--- config.mk ---
export PLATFORM = sky130hd
export DESIGN_NAME = decode_issue
export DESIGN_NICKNAME = d
export VERILOG_FILES = /design/src/design/issue_pkg.sv /design/src/design/decode_issue.sv /design/src/design/instr_decoder.sv /design/src/design/issue_control.sv /design/src/design/operand_select.sv
export SDC_FILE = /design/constraint.sdc
export NUM_CORES = 1
export LEC_CHECK = 0
export BUFFER_PORTS_ARGS = -buffer_cell sky130_fd_sc_hd__buf_2
export CAP_MARGIN = 25
export CORE_AREA = 4 4 183 185
export CTS_BUF_LIST = sky130_fd_sc_hd__clkbuf_16
export DETAILED_ROUTE_END_ITERATION = 7
export DIE_AREA = 0 0 187 189
export REMOVE_ABC_BUFFERS = 1
export SLEW_MARGIN = 20
export SYNTH_ARGS = -nofsm -noshare
export SYNTH_HDL_FRONTEND = slang
export SYNTH_SLANG_ARGS = --single-unit
export TNS_END_PERCENT = 20
--- constraint.sdc ---
create_clock -name clk -period 19.35 [get_ports clk]
set_input_delay 4.8375 -clock clk [delete_from_list [all_inputs] [get_ports clk]]
set_output_delay 4.8375 -clock clk [all_outputs]
set_load 0.03 [all_outputs]
--- src/design/issue_pkg.sv ---
////////////////////////////////////////
// Widths, enums and packed structs
// shared by the decode and issue stage
////////////////////////////////////////
`default_nettype none

package issue_pkg;

    localparam int XLEN       = 32;
    localparam int REG_ADDR_W = 5;
    localparam int NUM_UNITS  = 4;

    // fn3 encodings used by decode
    localparam logic [2:0] ADD_SUB_FN3 = 3'b000;
    localparam logic [2:0] SLL_FN3     = 3'b001;
    localparam logic [2:0] SLT_FN3     = 3'b010;
    localparam logic [2:0] SLTU_FN3    = 3'b011;
    localparam logic [2:0] XOR_FN3     = 3'b100;
    localparam logic [2:0] SRL_SRA_FN3 = 3'b101;
    localparam logic [2:0] OR_FN3      = 3'b110;
    localparam logic [2:0] AND_FN3     = 3'b111;
    localparam logic [2:0] BLTU_FN3    = 3'b110;
    localparam logic [2:0] BGEU_FN3    = 3'b111;

    // Major opcode, instruction bits 6..2
    typedef enum logic [4:0] {
        LOAD      = 5'b00000,
        FENCE     = 5'b00011,
        ARITH_IMM = 5'b00100,
        AUIPC     = 5'b00101,
        STORE     = 5'b01000,
        ARITH     = 5'b01100,
        LUI       = 5'b01101,
        BRANCH    = 5'b11000,
        JALR      = 5'b11001,
        JAL       = 5'b11011,
        SYSTEM    = 5'b11100
    } opcode_t;

    typedef enum logic [1:0] {
        UNIT_ALU    = 2'd0,
        UNIT_BRANCH = 2'd1,
        UNIT_LS     = 2'd2,
        UNIT_SYS    = 2'd3
    } unit_e;

    typedef enum logic [1:0] {
        ALU_ADD = 2'b00,
        ALU_XOR = 2'b01,
        ALU_OR  = 2'b10,
        ALU_AND = 2'b11
    } alu_logic_op_t;

    typedef logic [NUM_UNITS-1:0] unit_vec_t;

    ////////////////////////////////////////
    // Stage records
    typedef struct packed {
        logic            valid;
        logic [XLEN-1:0] pc;
        logic [31:0]     instruction;
    } decode_packet_t;

    typedef struct packed {
        logic [XLEN-1:0] rs1;
        logic [XLEN-1:0] rs2;
    } rs_data_t;

    typedef struct packed {
        logic rs1_busy;
        logic rs2_busy;
    } rs_busy_t;

    typedef struct packed {
        unit_vec_t             unit_needed;
        logic                  uses_rs1;
        logic                  uses_rs2;
        logic                  uses_rd;
        logic [REG_ADDR_W-1:0] rs1;
        logic [REG_ADDR_W-1:0] rs2;
        logic [REG_ADDR_W-1:0] rd;
        logic [2:0]            fn3;
        opcode_t               opcode;
        // ALU controls
        alu_logic_op_t         logic_op;
        logic                  subtract;
        logic                  slt_path;
        logic                  shifter_path;
        logic                  lshift;
        // Operand sources
        logic                  rs1_use_regfile;
        logic                  rs2_use_regfile;
        logic [XLEN-1:0]       alu_imm;
        // Load/store
        logic [11:0]           ls_offset;
        logic                  is_load;
        logic                  is_store;
        // Branch
        logic [20:0]           pc_offset;
        logic                  use_signed;
        logic                  jal;
        logic                  jalr;
    } decoded_t;

    typedef struct packed {
        logic            valid;
        logic [XLEN-1:0] pc;
        logic            instr30;
        decoded_t        decoded;
    } issue_entry_t;

    ////////////////////////////////////////
    // Unit operand bundles
    typedef struct packed {
        logic [XLEN:0]   in1;
        logic [XLEN:0]   in2;
        logic [XLEN-1:0] shifter_in;
        logic [4:0]      shift_amount;
        alu_logic_op_t   logic_op;
        logic            subtract;
        logic            arith;
        logic            lshift;
        logic            shifter_path;
        logic            slt_path;
    } alu_inputs_t;

    typedef struct packed {
        logic [XLEN-1:0] rs1;
        logic [XLEN-1:0] rs2;
        logic [11:0]     offset;
        logic [2:0]      fn3;
        logic            load;
        logic            store;
        logic            forwarded_store;
    } ls_inputs_t;

    typedef struct packed {
        logic [XLEN-1:0] rs1;
        logic [XLEN-1:0] rs2;
        logic [XLEN-1:0] pc;
        logic [20:0]     pc_offset;
        logic [2:0]      fn3;
        logic            use_signed;
        logic            jal;
        logic            jalr;
    } branch_inputs_t;

endpackage

`default_nettype wire

--- src/design/decode_issue.sv ---
////////////////////////////////////////
// Decode and issue stage top level
////////////////////////////////////////
`timescale 1ns/1ps
`default_nettype none

module decode_issue (
    input  logic                                  clk,
    input  logic                                  rst,
    input  issue_pkg::decode_packet_t             decode,
    output logic                                  decode_advance,
    input  issue_pkg::rs_data_t                   rs_data,
    input  issue_pkg::rs_busy_t                   rs_busy,
    input  issue_pkg::unit_vec_t                  unit_ready,
    input  logic                                  fetch_flush,
    input  logic                                  issue_hold,
    output issue_pkg::unit_vec_t                  issue_to,
    output logic                                  instruction_issued,
    output logic [1:0][issue_pkg::REG_ADDR_W-1:0] rs_addr,
    output issue_pkg::alu_inputs_t                alu_inputs,
    output issue_pkg::ls_inputs_t                 ls_inputs,
    output issue_pkg::branch_inputs_t             branch_inputs
);
    import issue_pkg::*;

    decoded_t     decoded;
    issue_entry_t entry;

    instr_decoder decoder_i (
        .decode  (decode),
        .decoded (decoded)
    );

    issue_control control_i (
        .clk                (clk),
        .rst                (rst),
        .decode             (decode),
        .decoded            (decoded),
        .rs_busy            (rs_busy),
        .unit_ready         (unit_ready),
        .fetch_flush        (fetch_flush),
        .issue_hold         (issue_hold),
        .decode_advance     (decode_advance),
        .entry              (entry),
        .issue_to           (issue_to),
        .instruction_issued (instruction_issued),
        .rs_addr            (rs_addr)
    );

    // Bundles follow the registered entry, valid alongside issue_to
    operand_select operands_i (
        .entry         (entry),
        .rs_data       (rs_data),
        .rs_busy       (rs_busy),
        .alu_inputs    (alu_inputs),
        .ls_inputs     (ls_inputs),
        .branch_inputs (branch_inputs)
    );

endmodule

`default_nettype wire

--- src/design/instr_decoder.sv ---
////////////////////////////////////////
// Combinational RV32I instruction decode
////////////////////////////////////////
`timescale 1ns/1ps
`default_nettype none

module instr_decoder (
    input  issue_pkg::decode_packet_t decode,
    output issue_pkg::decoded_t       decoded
);
    import issue_pkg::*;

    logic [31:0]   instr;
    opcode_t       op;
    logic [2:0]    fn3;
    logic          is_lui;
    logic          is_auipc;
    logic          is_jal;
    logic          is_jalr;
    logic          is_branch;
    logic          is_load;
    logic          is_store;
    logic          is_arith_imm;
    logic          is_arith;
    logic          is_fence;
    logic          is_system;
    logic          upper_or_jump;
    logic          sub_op;
    alu_logic_op_t logic_op;
    logic [19:0]   jal_imm;
    logic [11:0]   br_imm;

    assign instr = decode.instruction;
    assign op    = opcode_t'(instr[6:2]);
    assign fn3   = instr[14:12];

    assign is_lui       = (op == LUI);
    assign is_auipc     = (op == AUIPC);
    assign is_jal       = (op == JAL);
    assign is_jalr      = (op == JALR);
    assign is_branch    = (op == BRANCH);
    assign is_load      = (op == LOAD);
    assign is_store     = (op == STORE);
    assign is_arith_imm = (op == ARITH_IMM);
    assign is_arith     = (op == ARITH);
    assign is_fence     = (op == FENCE);
    assign is_system    = (op == SYSTEM);

    // Opcode bit 2 marks LUI, AUIPC, JAL and JALR among ALU users
    assign upper_or_jump = instr[2];
    assign sub_op        = is_arith & instr[30] & (fn3 == ADD_SUB_FN3);

    assign jal_imm = {instr[31], instr[19:12], instr[20], instr[30:21]};
    assign br_imm  = {instr[31], instr[7], instr[30:25], instr[11:8]};

    always_comb begin
        case (fn3)
            XOR_FN3: logic_op = ALU_XOR;
            OR_FN3:  logic_op = ALU_OR;
            AND_FN3: logic_op = ALU_AND;
            default: logic_op = ALU_ADD;
        endcase
        // Upper immediates and link values go through the adder
        if (upper_or_jump)
            logic_op = ALU_ADD;
    end

    always_comb begin
        decoded.unit_needed = '0;
        decoded.unit_needed[UNIT_ALU] = is_arith | is_arith_imm | is_lui | is_auipc
                                      | is_jal | is_jalr;
        decoded.unit_needed[UNIT_BRANCH] = is_branch | is_jal | is_jalr;
        decoded.unit_needed[UNIT_LS]     = is_load | is_store;
        decoded.unit_needed[UNIT_SYS]    = is_system | is_fence;

        decoded.uses_rs1 = ~(is_lui | is_auipc | is_jal | is_fence | is_system);
        decoded.uses_rs2 = is_branch | is_store | is_arith;
        decoded.uses_rd  = ~(is_branch | is_store | is_fence | is_system);
        decoded.rs1      = instr[19:15];
        decoded.rs2      = instr[24:20];
        decoded.rd       = instr[11:7];
        decoded.fn3      = fn3;
        decoded.opcode   = op;

        decoded.logic_op     = logic_op;
        decoded.subtract     = ~upper_or_jump & ((fn3 == SLT_FN3) | (fn3 == SLTU_FN3) | sub_op);
        decoded.slt_path     = ~upper_or_jump & ((fn3 == SLT_FN3) | (fn3 == SLTU_FN3));
        decoded.shifter_path = ~upper_or_jump & ((fn3 == SLL_FN3) | (fn3 == SRL_SRA_FN3));
        decoded.lshift       = ~fn3[2];

        decoded.rs1_use_regfile = ~(is_lui | is_auipc | is_jal | is_jalr);
        decoded.rs2_use_regfile = ~(is_lui | is_auipc | is_jal | is_jalr | is_arith_imm);
        if (is_lui | is_auipc)
            decoded.alu_imm = {instr[31:12], 12'b0};
        else if (is_jal | is_jalr)
            decoded.alu_imm = 32'd4;
        else
            decoded.alu_imm = 32'(signed'(instr[31:20]));

        // Stores use the split S form
        decoded.ls_offset = instr[5] ? {instr[31:25], instr[11:7]} : instr[31:20];
        decoded.is_load   = is_load;
        decoded.is_store  = is_store;

        if (is_jalr)
            decoded.pc_offset = 21'(signed'(instr[31:20]));
        else if (is_jal)
            decoded.pc_offset = {jal_imm, 1'b0};
        else
            decoded.pc_offset = 21'(signed'({br_imm, 1'b0}));
        decoded.use_signed = ~((fn3 == BLTU_FN3) | (fn3 == BGEU_FN3));
        decoded.jal        = is_jal;
        decoded.jalr       = is_jalr;
    end

endmodule

`default_nettype wire

--- src/design/issue_control.sv ---
////////////////////////////////////////
// Issue-stage register, operand hazard
// check and unit issue strobes
////////////////////////////////////////
`timescale 1ns/1ps
`default_nettype none

module issue_control (
    input  logic                                  clk,
    input  logic                                  rst,
    input  issue_pkg::decode_packet_t             decode,
    input  issue_pkg::decoded_t                   decoded,
    input  issue_pkg::rs_busy_t                   rs_busy,
    input  issue_pkg::unit_vec_t                  unit_ready,
    input  logic                                  fetch_flush,
    input  logic                                  issue_hold,
    output logic                                  decode_advance,
    output issue_pkg::issue_entry_t               entry,
    output issue_pkg::unit_vec_t                  issue_to,
    output logic                                  instruction_issued,
    output logic [1:0][issue_pkg::REG_ADDR_W-1:0] rs_addr
);
    import issue_pkg::*;

    logic            entry_valid;
    logic [XLEN-1:0] entry_pc;
    logic            entry_instr30;
    decoded_t        entry_decoded;

    logic            stage_ready;
    logic            issue_valid;
    logic            rs1_hazard;
    logic            rs2_hazard;
    logic            operands_ready;
    unit_vec_t       unit_operands_ready;
    unit_vec_t       target_unit;

    ////////////////////////////////////////
    // Stage advance
    // Take a new instruction when empty or when the current one leaves
    assign stage_ready    = ~issue_hold & (~entry_valid | instruction_issued);
    assign decode_advance = decode.valid & stage_ready;

    always_ff @(posedge clk) begin
        if (rst || fetch_flush)
            entry_valid <= 1'b0;
        else if (stage_ready)
            entry_valid <= decode.valid;
    end

    always_ff @(posedge clk) begin
        if (stage_ready) begin
            entry_pc      <= decode.pc;
            entry_instr30 <= decode.instruction[30];
            entry_decoded <= decoded;
        end
    end

    assign entry = '{
        valid:   entry_valid,
        pc:      entry_pc,
        instr30: entry_instr30,
        decoded: entry_decoded
    };

    // Register file read addresses for the instruction in the stage
    assign rs_addr = {entry_decoded.rs2, entry_decoded.rs1};

    ////////////////////////////////////////
    // Operand hazards
    assign rs1_hazard     = rs_busy.rs1_busy & entry_decoded.uses_rs1;
    assign rs2_hazard     = rs_busy.rs2_busy & entry_decoded.uses_rs2;
    assign operands_ready = ~rs1_hazard & ~rs2_hazard;

    // Load/store forwards a busy store value, so only rs1 matters
    always_comb begin
        unit_operands_ready = {NUM_UNITS{operands_ready}};
        unit_operands_ready[UNIT_LS] = ~rs1_hazard;
    end

    ////////////////////////////////////////
    // Unit selection
    // Jumps mark both ALU and branch; the branch unit takes them
    always_comb begin
        target_unit = entry_decoded.unit_needed;
        if (target_unit[UNIT_BRANCH])
            target_unit[UNIT_ALU] = 1'b0;
    end

    assign issue_valid = entry_valid & ~issue_hold & ~fetch_flush;

    assign issue_to = {NUM_UNITS{issue_valid}} & target_unit & unit_ready
                    & unit_operands_ready;
    assign instruction_issued = |issue_to;

endmodule

`default_nettype wire

--- src/design/operand_select.sv ---
////////////////////////////////////////
// ALU, load/store and branch operands
////////////////////////////////////////
`timescale 1ns/1ps
`default_nettype none

module operand_select (
    input  issue_pkg::issue_entry_t   entry,
    input  issue_pkg::rs_data_t       rs_data,
    input  issue_pkg::rs_busy_t       rs_busy,
    output issue_pkg::alu_inputs_t    alu_inputs,
    output issue_pkg::ls_inputs_t     ls_inputs,
    output issue_pkg::branch_inputs_t branch_inputs
);
    import issue_pkg::*;

    decoded_t        dec;
    logic [XLEN-1:0] alu_rs1;
    logic [XLEN-1:0] alu_rs2;
    logic            pc_as_in1;
    logic            unsigned_cmp;

    assign dec = entry.decoded;

    ////////////////////////////////////////
    // ALU
    // AUIPC and the jumps add to the pc, LUI adds to zero
    assign pc_as_in1 = (dec.opcode == AUIPC) | (dec.opcode == JAL) | (dec.opcode == JALR);

    always_comb begin
        if (dec.rs1_use_regfile)
            alu_rs1 = rs_data.rs1;
        else if (pc_as_in1)
            alu_rs1 = entry.pc;
        else
            alu_rs1 = '0;
    end

    assign alu_rs2      = dec.rs2_use_regfile ? rs_data.rs2 : dec.alu_imm;
    assign unsigned_cmp = dec.slt_path & (dec.fn3 == SLTU_FN3);

    always_comb begin
        // Extra top bit lets the adder do signed and unsigned compare
        alu_inputs.in1          = {alu_rs1[XLEN-1] & ~unsigned_cmp, alu_rs1};
        alu_inputs.in2          = {alu_rs2[XLEN-1] & ~unsigned_cmp, alu_rs2};
        alu_inputs.shifter_in   = rs_data.rs1;
        alu_inputs.shift_amount = (dec.opcode == ARITH) ? rs_data.rs2[4:0] : dec.rs2;
        alu_inputs.logic_op     = dec.logic_op;
        alu_inputs.subtract     = dec.subtract;
        alu_inputs.arith        = rs_data.rs1[XLEN-1] & entry.instr30;
        alu_inputs.lshift       = dec.lshift;
        alu_inputs.shifter_path = dec.shifter_path;
        alu_inputs.slt_path     = dec.slt_path;
    end

    ////////////////////////////////////////
    // Load/store
    always_comb begin
        ls_inputs.rs1    = rs_data.rs1;
        ls_inputs.rs2    = rs_data.rs2;
        ls_inputs.offset = dec.ls_offset;
        ls_inputs.fn3    = dec.fn3;
        ls_inputs.load   = dec.is_load;
        ls_inputs.store  = dec.is_store;
        // Store data still in flight, picked up later by the unit
        ls_inputs.forwarded_store = rs_busy.rs2_busy & dec.uses_rs2;
    end

    ////////////////////////////////////////
    // Branch
    always_comb begin
        branch_inputs.rs1        = rs_data.rs1;
        branch_inputs.rs2        = rs_data.rs2;
        branch_inputs.pc         = entry.pc;
        branch_inputs.pc_offset  = dec.pc_offset;
        branch_inputs.fn3        = dec.fn3;
        branch_inputs.use_signed = dec.use_signed;
        branch_inputs.jal        = dec.jal;
        branch_inputs.jalr       = dec.jalr;
    end

endmodule

`default_nettype wire

==> impl_metrics.csv, run 1 <==
group,metric,value,unit
status,outcome,"finished clean",
hold_path,min_path_cells,2,
power_and_ir_drop,power_density,96.9,mW/mm^2
synthesis,synth_area,0.00737,sq mm
cts,clock_sinks,128,
global_routing,grt_pass1_vias,4850,
synthesis,netlist.top_cell.by_area,"edfxtp_1",
critical_path,crit_chain,"buf_2 > a211oi_1 > nand3b_1 > o221ai_1 > nor2b_1 > buf_2",
cts,worstSkewPairLatency,0.42,ns
timing,hold_violations,0,
timing,fmaxAchievable,91.4,MHz
critical_path,arrival,6.11,ns
critical_path,reg2reg_depth,5,
cts,cts_tree,"built",
hold_path,whs_endpoint,"control_i.entry_valid",
route,num_vias,4966,
synthesis,synth.area.top_cells,"edfxtp_1 (52%), buf_4 (26%), mux2_2 (6.0%), a22o_1 (3.6%), nand2_1 (2.8%)",
synthesis,synthDistinctLibCells,43,
critical_path,path_common_cell,"buf_2",
timing,worstMarginPinSlew,0.996,ns
critical_path,r2r-end,"control_i.entry[49]",
cts,cts_resized,0,
power_and_ir_drop,leakage,4.15,nW
route,routed_wl,21200,um
route,ant_nets,0,
cts,cts_buffers,17,
place,place_hpwl,16500,um
power_and_ir_drop,ir_drop,0.0479,mV
route,dr.pass1.iters,5,
global_routing,gr-total-overflow,0,
timing,fin_crit_sh,56.6,%
layout,area_delta_synth_final,20.8,%
critical_path,cp.required,14.51,ns
synthesis,synth_warnings,0,
place,port_buffers,467,
cts,cts_setup_buffers,0,
timing,period_needed,10.94,ns
critical_path,max_stage_delay,0.30,ns
die,start_util,23.0,%
synthesis,avgSynthCellArea,11.8,sq um
die,dieArea,0.0353,sq mm
global_routing,grt_start_max_net_pins,75,
layout,fillCellCount,3377,
cts,clk_pin_slew,0.05,ns
critical_path,slowest_stage,"o221ai_1",
route,drt-vias-per-instance,3.95,
timing,rsz0062_at_grt,"false",
global_routing,grt_pass1_wl,30100,um
critical_path,critical_path_class,"in2out",
timing,finClkSkew,0.00901,ns
power_and_ir_drop,power,0.863,mW
route,wl_per_cell,16.9,um
critical_path,crit_fanout,4,
cts,cts_max_level,4,
route,route.detailed.drc,0,
flow_run,cap_violations,0,
layout,drive_above_1_share,64.5,%
cts,cts_buffer_depth,2,
synthesis,synth-seq-cells,128,
layout,nets,974,
timing,finalSetupViolCount,0,
synthesis,synth_seq_area_share,52.0,%
route,drt-initial-drc-count,192,
die,die_y,189,um
hold_path,hp-start,"control_i.entry_valid",
synthesis,syn_inst,623,
die,num_rows,66,
critical_path,r2r-start,"control_i.entry[103]",
critical_path,crit_path_end_kind,"primary output",
cts,cts_hold_buf,0,
critical_path,critPathLaunchType,"input pin",
global_routing,track_usage,11.3,%
timing,slew_headroom,33.6,%
die,core_area,0.0320,sq mm
cts,cts_root_buf,"clkbuf_16",
hold_path,min_path_type,"reg2reg",
timing,tns,0,ns
global_routing,antenna_found_initial,1,
critical_path,r2r_setup_slack,16.59,ns
die,io_pins,470,
timing,slew_viol_final,0,
die,die_w,187,um
synthesis,synth_top_area_share,51.7,%
place,place.gp.congestion,0.879,
## flip-flops by register name, indices dropped and copies added, names as in the netlist
name	cells
control_i.entry_valid	1
control_i.entry_pc	32
control_i.entry	95
## through the flow
| step | utilization (%) | cell area [sq um] | hold slack [ns] | worst slack [ns] | cells |
|---|---|---|---|---|---|
| floorplan | - | 5370 | 0.498 | 7.53 | 345 |
| global placement | 25.7 | 8250 | 0.556 | 8.44 | 1223 |
| detailed placement | 25.8 | 8280 | 0.566 | 8.42 | 1224 |
| CTS | 27.8 | 8900 | 0.577 | 8.42 | 1256 |
| global route | 27.8 | 8910 | 0.622 | 8.22 | 1257 |
| finish | 27.8 | 8910 | 0.579 | 8.41 | 1257 |
## where the power goes
part	switching [mW]	internal [mW]
Clock	0.125	0.226
Combinational	0.128	0.0515
Sequential	0.00713	0.326
## synthesized netlist by cell type, drive strengths merged
library cell and number:
buf 262, o221ai 1, o21a 1, o21ai 6, o22ai 1, dfxtp 1
nand2 55, mux2 44, and3 2, nor2b 6, a22o 30, and3b 2
a21o 8, or2 1, nor4 1, a21boi 1, nor3 3, a21oi 4
nand3b 3, or3b 2, edfxtp 127, mux2i 1, nor3b 2, nor2 10
xor2 1, and4b 1, and2 15, xnor2 1, a31oi 1, o41ai 1
a32oi 1, a211oi 2, nand2b 1, clkbuf 16, nand3 1, nand4 1
inv 7
## how the worst max path moves through the flow
stage,start,to,slack (ns),cells past startpoint
2_1_floorplan,rs_busy[0],control_i.entry[0],7.53,4
3_5_place_dp,issue_hold,decode_advance,8.42,6
5_1_grt,issue_hold,decode_advance,8.22,6
4_1_cts,issue_hold,decode_advance,8.42,6
6_report,issue_hold,decode_advance,8.41,6
3_3_place_gp,issue_hold,decode_advance,8.44,6
## layout by cell type (no fill, tap or decap), types with 2 or more instances in the layout
cell / n
mux2_2: 39
mux2_4: 5
clkinv_1: 3
inv_1: 10
a21oi_1: 4
nand2_1: 55
or3b_1: 2
o21ai_0: 5
a211oi_1: 2
clkbuf_16: 17
and3_1: 2
clkinvlp_4: 2
nor2_1: 9
a21o_1: 8
nand3b_1: 3
a22o_1: 30
nor3_1: 3
bufinv_16: 5
edfxtp_1: 127
buf_2: 467
nor2b_1: 5
and2_1: 15
buf_4: 3
## worst max-delay path, delay by kind of cell
| kind | cells | cell delay (ns) |
|---|---|---|
| buffers and inverters | 2 | 0.33 |
| AOI/OAI and AO/OA | 2 | 0.58 |
| and+or+nand+nor | 2 | 0.37 |
## final cells by class
class / count / area, sq um / share of cell area [%]
multi-input cells: 210 / 1520 / 17.1
clock inverters: 15 / 201 / 2.26
diodes: 1 / 2.50 / 0.0281
clock buffers: 17 / 425 / 4.78
well taps: 408 / 510 / 5.73
inverters: 7 / 26.3 / 0.295
repair buffers: 471 / 2390 / 26.8
flip-flops and latches: 128 / 3830 / 43.0
## per-layer routing
| layer | routed length, um | up-vias | track usage, % |
|---|---|---|---|
| met1 | 8920 | 2410 | 14.1 |
| li1 | - | 2328 | - |
| met2 | 10400 | 210 | 18.4 |
| met5 | 0 | - | 0 |
| met3 | 1660 | 18 | 4.04 |
| met4 | 270 | 0 | 3.78 |
## kinds of logic (layout without fill, tap and decap cells)
family	Yosys count	in the layout	share of synthesized area, %
AO/OA/AOI/OAI	57	57	5.99
XOR/XNOR	2	2	0.238
buffers and inverters	285	510	27.6
flip-flops	128	128	52.0
multiplexers	45	45	7.11
other	0	1	0
AND/OR/NAND/NOR	106	106	7.09
(Power assumes the default switching activity.)
==> run 2: changes to the inputs <==
==> constraint.sdc (replaced) <==
create_clock -name clk -period 10.4 [get_ports clk]
set_input_delay 2.6 -clock clk [delete_from_list [all_inputs] [get_ports clk]]
set_output_delay 2.6 -clock clk [all_outputs]
set_load 0.03 [all_outputs]
==> run 2 against run 1 <==
  * Core utilization rose by 0.066 points
  * Global-route usage fell by 0.095 points
  * Cell area rose by 0.24%
  * Sequential cell count did not move
  * Routed wire length rose by 0.45%
  * Cell count barely moved
  * First-iteration DRC count rose by 58%
  * Sequential share of layout area fell by 0.10 points
  * Setup slack got worse by 4.5 ns
  * Critical path type unchanged
  * Critical endpoint unchanged
  * Largest cell class unchanged
  * Largest power group unchanged
  * Highest routed layer unchanged
==> impl_metrics.csv, run 2 (same netlist as run 1, synthesis figures left out) <==
group,metric,value,unit
status,outcome,"finished clean",
layout,drive_above_1_share,64.8,%
power_and_ir_drop,power_density,181,mW/mm^2
cts,cts_max_level,4,
layout,fin_area,0.00893,sq mm
place,placedCellCount,1225,
hold_path,min_path_type,"reg2reg",
critical_path,crit_path_end_kind,"primary output",
timing,period_needed,6.51,ns
die,start_util,23.0,%
timing,fin_crit_sh,62.6,%
layout,layout_commonest_cell,"buf_2",
timing,hold_violations,0,
cts,cts_root_buf,"clkbuf_16",
critical_path,cp.required,7.80,ns
timing,whs,0.581,ns
place,placed_area,0.00828,sq mm
global_routing,grt_start_max_net_pins,68,
global_routing,grt_pass1_vias,4789,
critical_path,crit_fanout,4,
cts,cts_buffer_depth,2,
route,dr.pass1.iters,4,
timing,tns,0,ns
hold_path,hp-start,"control_i.entry_valid",
cts,cts_tree,"built",
route,drt-initial-drc-count,304,
layout,nets,975,
global_routing,antenna_found_initial,1,
die,die_w,187,um
layout,stdcell_count,1258,
place,place.gp.congestion,0.879,
power_and_ir_drop,ir_drop,0.105,mV
critical_path,crit_start,"issue_hold",
critical_path,r2r-start,"control_i.entry[103]",
cts,cts_setup_buffers,0,
cts,cts_buffers,17,
route,routed_wl,21300,um
route,wl_per_cell,17.0,um
place,port_buffers,467,
die,num_rows,66,
route,num_vias,4977,
global_routing,grt_pass1_wl,29800,um
die,io_pins,470,
route,route.detailed.drc,0,
timing,worstMarginPinSlew,0.926,ns
critical_path,critical_path_class,"in2out",
timing,finClkSkew,0.0156,ns
cts,clock_sinks,128,
die,core_area,0.0320,sq mm
timing,rsz0062_at_grt,"false",
route,ant_nets,0,
cts,clk_pin_slew,0.06,ns
cts,cts_hold_buf,0,
layout,area_delta_synth_final,21.1,%
layout,largest_reg_flops,95,
timing,slew_viol_final,0,
place,place_hpwl,16500,um
cts,cts_resized,0,
power_and_ir_drop,leakage,4.14,nW
die,dieArea,0.0353,sq mm
route,drt-vias-per-instance,3.96,
timing,fmaxAchievable,154,MHz
flow_run,cap_violations,0,
timing,finalSetupViolCount,0,
cts,worstSkewPairLatency,0.42,ns
critical_path,arrival,3.91,ns
layout,layout_common_cells,"buf_2 (467), edfxtp_1 (127), nand2_1 (55), mux2_2 (39), a22o_1 (30)",
global_routing,track_usage,11.2,%
die,die_y,189,um
timing,slew_headroom,38.3,%
critical_path,critPathLaunchType,"input pin",
global_routing,gr-total-overflow,0,
## run 2: final cells by class
type                            instances  area, sq um
Timing Repair Buffer                  472         2390
Antenna cell                            1         2.50
Tap cell                              408          510
Multi-Input combinational cell        210         1520
Clock buffer                           17          425
Clock inverter                         15          216
Inverter                                7         26.3
Sequential cell                       128         3830
Fill cell                            3365        23100
## run 2: path summary, 6_finish.rpt
check	end	slack (ns)	cells after the start
worst max-delay path	decode_advance	3.89	6
worst min-delay path	control_i.entry_valid	0.58	2
worst max register to register	control_i.entry[100]	7.44	5
worst min register to register	control_i.entry_valid	0.58	2
## run 2: power breakdown
part	internal [mW]	switching (mW)	leakage [nW]
Clock	0.424	0.239	0.294
Sequential	0.607	0.0133	1.25
Combinational	0.0959	0.239	2.60
## run 2: worst max-delay path: stages
cell and delay, ns:
buf_2 0.13, a211oi_1 0.32, nand3b_1 0.20, o221ai_1 0.30, nor2b_1 0.16, buf_2 0.20
## run 2: layer usage
| metal | share of wire [%] | vias up | wire, um | track usage [%] |
|---|---|---|---|---|
| li1 | - | 2323 | - | - |
| met1 | 43 | 2427 | 9070 | 14.3 |
| met2 | 49 | 216 | 10500 | 18.4 |
| met3 | 7.1 | 11 | 1510 | 3.23 |
| met4 | 1.3 | 0 | 267 | 3.78 |
| met5 | 0 | - | 0 | 0 |
## run 2: metrics by stage
stage                     power (mW)  utilization, %  worst slack (ns)
final                           1.62            27.9              3.89
after global routing            1.68            27.9              3.83
after CTS                       1.64            27.9              3.90
after detailed placement       0.969            25.9              3.90
after global placement         0.966            25.8              3.95
after floorplan                0.770               -             0.814
